### src/logic/selfcheck_pkg.sv
package selfcheck_pkg;

  // memory port and register map widths
  typedef logic [31:0] addr_t;     // byte address
  typedef logic [7:0]  data_t;     // one memory byte
  typedef logic [15:0] len_t;      // beats, beat index, error count

  // run sequencer states
  typedef enum logic [1:0] {
    IDLE   = 2'd0,
    FILL   = 2'd1,
    VERIFY = 2'd2,
    DONE   = 2'd3
  } state_t;

  // host parameter bank entries
  localparam logic [2:0] PARAM_ADDR = 3'd1;  // start address
  localparam logic [2:0] PARAM_LEN  = 3'd2;  // length, low 16 bits
  localparam logic [2:0] PARAM_SEED = 3'd3;  // seed, low 8 bits

  // Galois feedback mask for x^8+x^6+x^5+x^4+1
  localparam data_t LFSR_TAPS = 8'hB8;

endpackage

### src/logic/param_bank.sv
`timescale 1ns/1ns

module param_bank import selfcheck_pkg::*; (
  input  logic        clk,
  input  logic        reset,
  input  logic        param_write,   // one-cycle host strobe
  input  logic [2:0]  param_index,
  input  logic [31:0] param_value,
  output addr_t       start_addr,
  output len_t        run_len,
  output data_t       seed
);

  always_ff @(posedge clk) begin
    if (reset) begin
      start_addr <= '0;
      run_len    <= '0;
      seed       <= '0;
    end else if (param_write) begin
      case (param_index)
        PARAM_ADDR: start_addr <= addr_t'(param_value);
        PARAM_LEN:  run_len    <= param_value[15:0];   // length field only
        PARAM_SEED: seed       <= param_value[7:0];    // seed byte only
        default: ;                                     // unused entries dropped
      endcase
    end
  end

endmodule

### src/logic/selfcheck_fsm.sv
`timescale 1ns/1ns

module selfcheck_fsm import selfcheck_pkg::*; (
  input  logic   clk,
  input  logic   reset,
  input  logic   start,
  input  len_t   run_len,
  input  logic   last_beat,
  input  logic   mem_waitrequest,
  output logic   mem_read,
  output logic   mem_write,
  output logic   cnt_clear,
  output logic   cnt_step,
  output logic   pat_load,
  output logic   pat_step,
  output logic   check_clear,
  output logic   check_en,
  output logic   processing,
  output logic   done,
  output state_t debug_state
);

  state_t state, next_state;
  logic   accept;                          // command taken this cycle

  always_ff @(posedge clk) begin
    if (reset) begin
      state <= IDLE;
    end else begin
      state <= next_state;
    end
  end

  assign accept = !mem_waitrequest;

  always_comb begin
    next_state  = state;
    mem_read    = 1'b0;
    mem_write   = 1'b0;
    cnt_clear   = 1'b0;
    cnt_step    = 1'b0;
    pat_load    = 1'b0;
    pat_step    = 1'b0;
    check_clear = 1'b0;
    check_en    = 1'b0;
    processing  = 1'b0;
    done        = 1'b0;

    case (state)
      IDLE, DONE: begin
        done = (state == DONE);        // holds until the next start
        if (start) begin
          processing  = 1'b1;
          check_clear = 1'b1;          // drop the previous result
          if (run_len == '0) begin
            next_state = DONE;         // nothing to touch
          end else begin
            next_state = FILL;
            cnt_clear  = 1'b1;
            pat_load   = 1'b1;
          end
        end
      end

      FILL: begin
        processing = 1'b1;
        mem_write  = 1'b1;
        if (accept) begin
          if (last_beat) begin
            // rewind index and pattern for the readback pass
            next_state = VERIFY;
            cnt_clear  = 1'b1;
            pat_load   = 1'b1;
          end else begin
            cnt_step = 1'b1;
            pat_step = 1'b1;
          end
        end
      end

      VERIFY: begin
        processing = 1'b1;
        mem_read   = 1'b1;
        if (accept) begin
          check_en = 1'b1;             // readdata valid this cycle
          if (last_beat) begin
            next_state = DONE;
          end else begin
            cnt_step = 1'b1;
            pat_step = 1'b1;
          end
        end
      end

      default: next_state = IDLE;
    endcase
  end

  assign debug_state = state;

endmodule

### src/logic/beat_counter.sv
`timescale 1ns/1ns

module beat_counter import selfcheck_pkg::*; (
  input  logic  clk,
  input  logic  reset,
  input  logic  clear,
  input  logic  step,
  input  addr_t start_addr,
  input  len_t  run_len,
  output addr_t mem_address,
  output logic  last_beat
);

  len_t index;                            // current beat

  always_ff @(posedge clk) begin
    if (reset) begin
      index <= '0;
    end else if (clear) begin
      index <= '0;
    end else if (step) begin
      index <= index + len_t'(1);
    end
  end

  // address stays put while the index does, so it holds under waitrequest
  assign mem_address = start_addr + addr_t'(index);
  assign last_beat   = (index == run_len - len_t'(1));

endmodule

### src/logic/pattern_gen.sv
`timescale 1ns/1ns

module pattern_gen import selfcheck_pkg::*; (
  input  logic  clk,
  input  logic  reset,
  input  logic  load,
  input  logic  step,
  input  data_t seed,
  output data_t pattern
);

  data_t lfsr;

  always_ff @(posedge clk) begin
    if (reset) begin
      lfsr <= 8'h01;
    end else if (load) begin
      lfsr <= (seed == '0) ? 8'h01 : seed;   // zero would lock up
    end else if (step) begin
      // Galois form: shift right, fold taps back in on a 1 out
      lfsr <= lfsr[0] ? ((lfsr >> 1) ^ LFSR_TAPS) : (lfsr >> 1);
    end
  end

  assign pattern = lfsr;                     // write data and expected byte

endmodule

### src/logic/readback_checker.sv
`timescale 1ns/1ns

module readback_checker import selfcheck_pkg::*; (
  input  logic  clk,
  input  logic  reset,
  input  logic  clear,
  input  logic  check_en,
  input  data_t mem_readdata,
  input  data_t expected,
  input  addr_t mem_address,
  output len_t  error_count,
  output addr_t first_err_addr
);

  logic mismatch;

  assign mismatch = check_en && (mem_readdata != expected);

  always_ff @(posedge clk) begin
    if (reset) begin
      error_count    <= '0;
      first_err_addr <= '0;
    end else if (clear) begin
      error_count    <= '0;               // new run
      first_err_addr <= '0;
    end else if (mismatch) begin
      error_count <= error_count + len_t'(1);
      if (error_count == '0) begin
        first_err_addr <= mem_address;    // only the first one
      end
    end
  end

endmodule

### src/logic/selfcheck_top.sv
`timescale 1ns/1ns

module selfcheck_top import selfcheck_pkg::*; (
  input  logic        clk,
  input  logic        reset,
  input  logic        param_write,
  input  logic [2:0]  param_index,
  input  logic [31:0] param_value,
  input  logic        start,
  output logic        processing,
  output logic        done,
  output len_t        error_count,
  output addr_t       first_err_addr,
  output state_t      debug_state,
  output addr_t       mem_address,
  output logic        mem_write,
  output data_t       mem_writedata,
  output logic        mem_read,
  input  logic        mem_waitrequest,
  input  data_t       mem_readdata
);

  addr_t start_addr;
  len_t  run_len;
  data_t seed;
  logic  last_beat;
  logic  cnt_clear, cnt_step;
  logic  pat_load, pat_step;
  logic  check_clear, check_en;

  param_bank u_param_bank (
    .clk         (clk),
    .reset       (reset),
    .param_write (param_write),
    .param_index (param_index),
    .param_value (param_value),
    .start_addr  (start_addr),
    .run_len     (run_len),
    .seed        (seed)
  );

  selfcheck_fsm u_fsm (
    .clk             (clk),
    .reset           (reset),
    .start           (start),
    .run_len         (run_len),
    .last_beat       (last_beat),
    .mem_waitrequest (mem_waitrequest),
    .mem_read        (mem_read),
    .mem_write       (mem_write),
    .cnt_clear       (cnt_clear),
    .cnt_step        (cnt_step),
    .pat_load        (pat_load),
    .pat_step        (pat_step),
    .check_clear     (check_clear),
    .check_en        (check_en),
    .processing      (processing),
    .done            (done),
    .debug_state     (debug_state)
  );

  beat_counter u_beat_counter (
    .clk         (clk),
    .reset       (reset),
    .clear       (cnt_clear),
    .step        (cnt_step),
    .start_addr  (start_addr),
    .run_len     (run_len),
    .mem_address (mem_address),
    .last_beat   (last_beat)
  );

  // pattern drives the write bus and is the expected readback byte
  pattern_gen u_pattern_gen (
    .clk     (clk),
    .reset   (reset),
    .load    (pat_load),
    .step    (pat_step),
    .seed    (seed),
    .pattern (mem_writedata)
  );

  readback_checker u_checker (
    .clk            (clk),
    .reset          (reset),
    .clear          (check_clear),
    .check_en       (check_en),
    .mem_readdata   (mem_readdata),
    .expected       (mem_writedata),
    .mem_address    (mem_address),
    .error_count    (error_count),
    .first_err_addr (first_err_addr)
  );

endmodule

### config.mk
export PLATFORM = sky130hd
export DESIGN_NAME = selfcheck_top
export DESIGN_NICKNAME = d
export VERILOG_FILES = /design/src/logic/selfcheck_pkg.sv /design/src/logic/param_bank.sv /design/src/logic/selfcheck_fsm.sv /design/src/logic/beat_counter.sv /design/src/logic/pattern_gen.sv /design/src/logic/readback_checker.sv /design/src/logic/selfcheck_top.sv
export SDC_FILE = /design/constraint.sdc
export NUM_CORES = 1
export LEC_CHECK = 0
export BUFFER_PORTS_ARGS = -buffer_cell sky130_fd_sc_hd__buf_4
export CAP_MARGIN = 40
export CORE_MARGIN = 1
export CORE_UTILIZATION = 25
export CTS_CLUSTER_SIZE = 30
export DETAILED_ROUTE_END_ITERATION = 8
export HOLD_SLACK_MARGIN = 0.12
export SYNTH_ARGS = -nofsm -noshare
export SYNTH_HDL_FRONTEND = slang
export SYNTH_SLANG_ARGS = --single-unit
### constraint.sdc
create_clock -name clk -period 6.34 [get_ports clk]
set_clock_uncertainty 0.05 [all_clocks]
set_input_delay 1.268 -clock clk [delete_from_list [all_inputs] [get_ports clk]]
set_output_delay 1.268 -clock clk [all_outputs]
set_load 0.05 [all_outputs]
======== Yosys cells after proc, flatten, opt, wreduce, memory -nomap -nowiden ========
Index checks and enable logic that the tools add are counted.
W data, S select, Z words.
storage, ports and cells
  logic and storage cells ................. 68
  bits of input ports ..................... 48
  bits in registers ....................... 130
  output and inout bits ................... 94
cells by class
  equality and inequality tests ........... 13
  add/subtract/negate cells ............... 4
  multiplexer cells ....................... 27
  bitwise operators ....................... 1
  reduce and logical (&&, ||, !) cells .... 15
operators with widths
  kind                     count
  $add A16 B1 Y16 const B  2
  $add A32 B16 Y32         1
  $logic_not A16 Y1        2
  $mux W8                  4
  $eq A16 B16 Y1           1
  $sub A16 B1 Y16 const B  1
  $mux W1                  14
  $mux W2                  6
  $ne A2 B2 Y1 const B     5
  $logic_not A8 Y1         1
  $ne A8 B8 Y1             1
  $reduce_and A2 Y1        4
  $reduce_or A2 Y1         4
  $eq A3 B2 Y1 const B     2
  $pmux W2 S3              1
  $reduce_and A5 Y1        1
  $eq A2 B2 Y1 const B     2
  $not A3 Y4               1
  $pmux W1 S2              2
  $eq A3 B1 Y1 const B     1
  $eq A2 B1 Y1 const B     1
  $logic_not A2 Y1         1
  $reduce_bool A2 Y1       1
  $logic_and A1 B1 Y1      1

======== Depth between registers and ports, before layout ========
  depth after elaboration ................. 7
  mapped depth ............................ 13

======== By module ========
From an unflattened synthesis, not the netlist that was laid out.
second synthesis, totals
  cell total of the unflattened synthesis .. 821
  area total of the unflattened synthesis .. 7548.5 sq um
by module, submodules not included
  module            cells each  area an instance (sq um)  instances  seq. area each (sq um)
  param_bank        219         2394.8                    1          1121.1
  beat_counter      313         2352.3                    1          320.3
  readback_checker  213         2110.8                    1          960.9
  pattern_gen       45          406.6                     1          160.2
  selfcheck_fsm     31          284.0                     1          40.0

======== Worst setup path after synthesis ========
Ideal clock, no wire load.
  path type ............................... register -> output
  from .................................... register u_beat_counter.index[0]
  to ...................................... output port mem_address[26]
  buffers on the path ..................... 1
  setup slack ............................. 1.703 ns
  required time ........................... 5.022 ns
  data arrival time ....................... 3.319 ns
  stages on the path, launching flop included .. 13
  path through ............................ dfxtp_1 ha_1 inv_1 fa_1 nor2b_1 o21ai_0 a21boi_0 o21ai_0 a211o_1 a311oi_1 buf_2 nand2_1 xnor2_1
on the way
  word-level cells in the longest chain between the ends .. 1
ends and longest elaborated chain
  item                      line                 source
  start: declaration        beat_counter.sv:14   len_t index;
  start signal: assignment  beat_counter.sv:22   index <= index + len_t'(1);
  $add A32 B16 Y32          beat_counter.sv:27   assign mem_address = start_addr + addr_t'(index);
  end: declaration          selfcheck_top.sv:15  output addr_t mem_address,
Every way passes these cells.

======== Worst setup path in the final report ========
  from .................................... register u_beat_counter.index[0]
  to ...................................... output port mem_address[18]
The elaborated chain is that of the path after synthesis.

==> qor.yml <==
status:
  status: "finished clean"
timing:
  grt_setup_unrepaired: "no"
  max_slew.worst_pin.slew_ns: 0.7752
  final_hold_viol_count: 0
  achievable-frequency_ghz: 0.2033
  final_critical_path_setup_slack_ns: 1.422
  setup_tns_ns: 0
  min_period_over_period_pct: 77.58
  setup-violations-final: 0
  fin_crit_ns: 4.918
  report.final.slew_viol_count: 0
  slew-limit-headroom_pct: 48.17
finish:
  layout-area-overhead-vs-synth_pct: 28.78
  design_area_um2: 9305
  fillerInstances: 2999
  number_of_antenna_repair_diodes: 0
  final_core_util_pct: 33.13
  design.final.nets: 1093
  layoutNonFillerInstCount: 1411
  share_of_final_layout_standard_cells_stronger_than_drive_strength_1_pct: 20.62
grt:
  grt_pass1_vias: 6274
  grt_ovf: 0
  grt_antenna_before_repair: 0
  pin_count_of_the_biggest_net_entering_global_routing: 71
  global_route_wire_length_before_repair_um: 34710
  gr-usage-all-layers_pct: 15.20
critical_path:
  setup.worst_path.start: "u_beat_counter.index[0]"
  crit_required_ns: 5.02
  worst_ep_arrival_time_ns: 3.60
  critical_path_peak_fanout: 11
  timing.rr.start: "u_param_bank.run_len[2]"
  timing_worst_setup_path_type: "reg2out"
  worst_r2r_endpoint: "u_beat_counter.index[1]"
  critPathCapture: "mem_address[18]"
  timing.reg2reg.worst_path_depth: 8
  worstSetupStartpointType: "register"
  critical_path.endpoint_type: "output port"
  reg2reg_slack_ns: 3.06
die:
  die_width_um: 172.0
  area_of_the_die_um2: 29590
  starting_density_of_the_core_pct: 25.73
  die_height_um: 172.0
  core.rowCount: 61
  ioPinCount: 142
  core_um2: 28090
drt:
  via_count: 6770
  post_drt_wl_per_cell_um: 15.64
  route.detailed.drc: 0
  viasPerCell: 4.798
  totalWireLength_um: 22070
  drt-pass1-iter-count: 4
  drtIter0Drc: 442
  antenna_violating_nets_post_route: 0
placement:
  place.gp.congestion: 0.8240
  pre_cts_slack_ns: 1.854
  io_buffers: 141
  placed_cell_area_um2: 8626
  dpl.cell_count: 1379
  dp.final_hpwl_um: 16910
synthesis:
  avgSynthCellArea_um2: 8.037
  post_synth_num_cell_types: 68
  ys_warn_count: 0
  ys_top_cells_by_area: "dfxtp_1, nand2_1, a21oi_1"
  postSynthCellCount: 899
  synth_area_um2: 7226
  synth_flop_cell: "dfxtp_1"
  netlist.top_cell.by_area: "dfxtp_1"
  proportion_of_synthesized_chip_area_in_sequential_cells_pct: 36.02
  synth_top_area_share_pct: 36.02
  ys_ff_latch: 130
  asyncSetResetFlopFracSynth_pct: 0
  yosys.cell_count.top_type: "nand2_1"
  ys_top_cells_by_count: "nand2_1, dfxtp_1, a21oi_1"
  synth_enable_flop_cells: 0
  mappedNetlistNets: 972
power_and_ir_drop:
  power_density_nw_per_um2: 308.5
  total_leakage_power_nw: 3.843
  power.ir.vdd_worst_mv: 0.3291
clock_tree:
  cts.repair.resized: 0
  cts-root-to-sink-buffers: 2
  insertion_delay_ns: 0.43
  cts_tree: "built"
  cts_bufs_inserted: 17
  path_clk_slew_ns: 0.06
  hold_fix_buffers_at_cts: 0
  post_cts.repair.setup_buffers: 0
  cts.sink_count: 130
  cts.root.buffer_cell: "clkbuf_16"
  cts_htree_levels: 4
run:
  max_cap_violations: 0
hold_path:
  hp-class: "reg2reg"
-- critical path, stage by stage (launching register included) --
cell and delay, ns:
dfxtp_1 0.45, ha_1 0.21, inv_1 0.05, fa_1 0.40
nor2b_1 0.12, o21ai_0 0.10, a21boi_0 0.25, o21ai_0 0.21
a211o_1 0.36, a311oi_2 0.25, buf_4 0.24, xor2_1 0.28
buf_4 0.26
-- worst min-delay path by stage --
stage,slack (ns),to,start,cells past startpoint
floorplan,0.38,u_param_bank.seed[0],u_param_bank.seed[0],2
detailed placement,0.40,u_checker.first_err_addr[7],u_checker.first_err_addr[7],2
CTS,0.41,u_checker.first_err_addr[7],u_checker.first_err_addr[7],2
global placement,0.40,u_checker.first_err_addr[6],u_checker.first_err_addr[6],2
global route,0.42,u_param_bank.start_addr[12],u_param_bank.start_addr[12],2
finish,0.41,u_checker.first_err_addr[7],u_checker.first_err_addr[7],2
-- registers in the layout (all words and copies together) (netlist names) --
| register | flops |
|---|---|
| u_beat_counter.index | 16 |
| u_checker.error_count | 16 |
| u_checker.first_err_addr | 32 |
| u_fsm.debug_state | 2 |
| u_param_bank.run_len | 16 |
| u_param_bank.seed | 8 |
| u_param_bank.start_addr | 32 |
| u_pattern_gen.pattern | 8 |
-- where the power goes --
group | leakage, nW | switching, W | total [W] | internal, W
Combinational | 2.46 | 0.000522 | 0.000784 | 0.000262
Clock | 0.328 | 0.000397 | 0.00114 | 0.000743
Sequential | 1.05 | 0.0000745 | 0.000947 | 0.000872
-- layer usage --
layer	part of all wire [%]	global-route usage [%]	up-vias
met3	5.1	3.182	17
met2	45	24.47	176
met1	49	20.68	3179
met5	0	0	-
met4	0.90	3.463	0
li1	-	-	3398
-- kinds of logic after synthesis --
| group | after synthesis | synth area share, % |
|---|---|---|
| and+or+nand+nor | 390 | 26.42 |
| AOI/OAI and AO/OA | 190 | 17.44 |
| DFF | 130 | 36.02 |
| xor gates and xnor gates | 81 | 9.818 |
| buffers and inverters | 71 | 4.173 |
| adders and majority gates | 25 | 4.433 |
| muxes | 12 | 1.697 |
-- cell type report --
cell class	instances	area (um2)	area share (%)
inverters	22	82.58	0.8875
clock buffers	17	425.4	4.572
well taps	378	473.0	5.083
flip-flops and latches	130	2603	27.97
multi-input cells	698	4334	46.58
repair buffers	151	1134	12.18
clock inverters	15	254.0	2.730
-- per-stage QoR --
step / hold WS, ns / total power, W
2_1_floorplan: 0.3830 / 0.001508
3_3_place_gp: 0.3989 / 0.001743
3_5_place_dp: 0.3993 / 0.001752
4_1_cts: 0.4081 / 0.002895
5_1_grt: 0.4236 / 0.003003
6_report: 0.4063 / 0.002871
-- placed cells by master, fill, tap and decap left out, drive strengths merged, types with 8 or more instances in the layout --
| master | synthesis | layout |
|---|---|---|
| a21oi | 94 | 94 |
| o211ai | 10 | 10 |
| o211a | 9 | 9 |
| nand3 | 35 | 35 |
| dfxtp | 130 | 130 |
| or2 | 10 | 10 |
| xnor2 | 40 | 40 |
| ha | 24 | 24 |
| nand4 | 14 | 14 |
| a211oi | 9 | 9 |
| nor4 | 15 | 15 |
| nand2b | 18 | 18 |
| xor2 | 41 | 41 |
| inv | 22 | 25 |
| and3 | 14 | 14 |
| clkbuf | 34 | 17 |
| nor3 | 11 | 11 |
| or4 | 9 | 9 |
| buf | 15 | 151 |
| mux2i | 10 | 10 |
| o21a | 8 | 8 |
| o21ai | 21 | 21 |
| nor2 | 55 | 55 |
| nand2 | 169 | 169 |
Note: power is estimated with default switching activity, not from simulation.
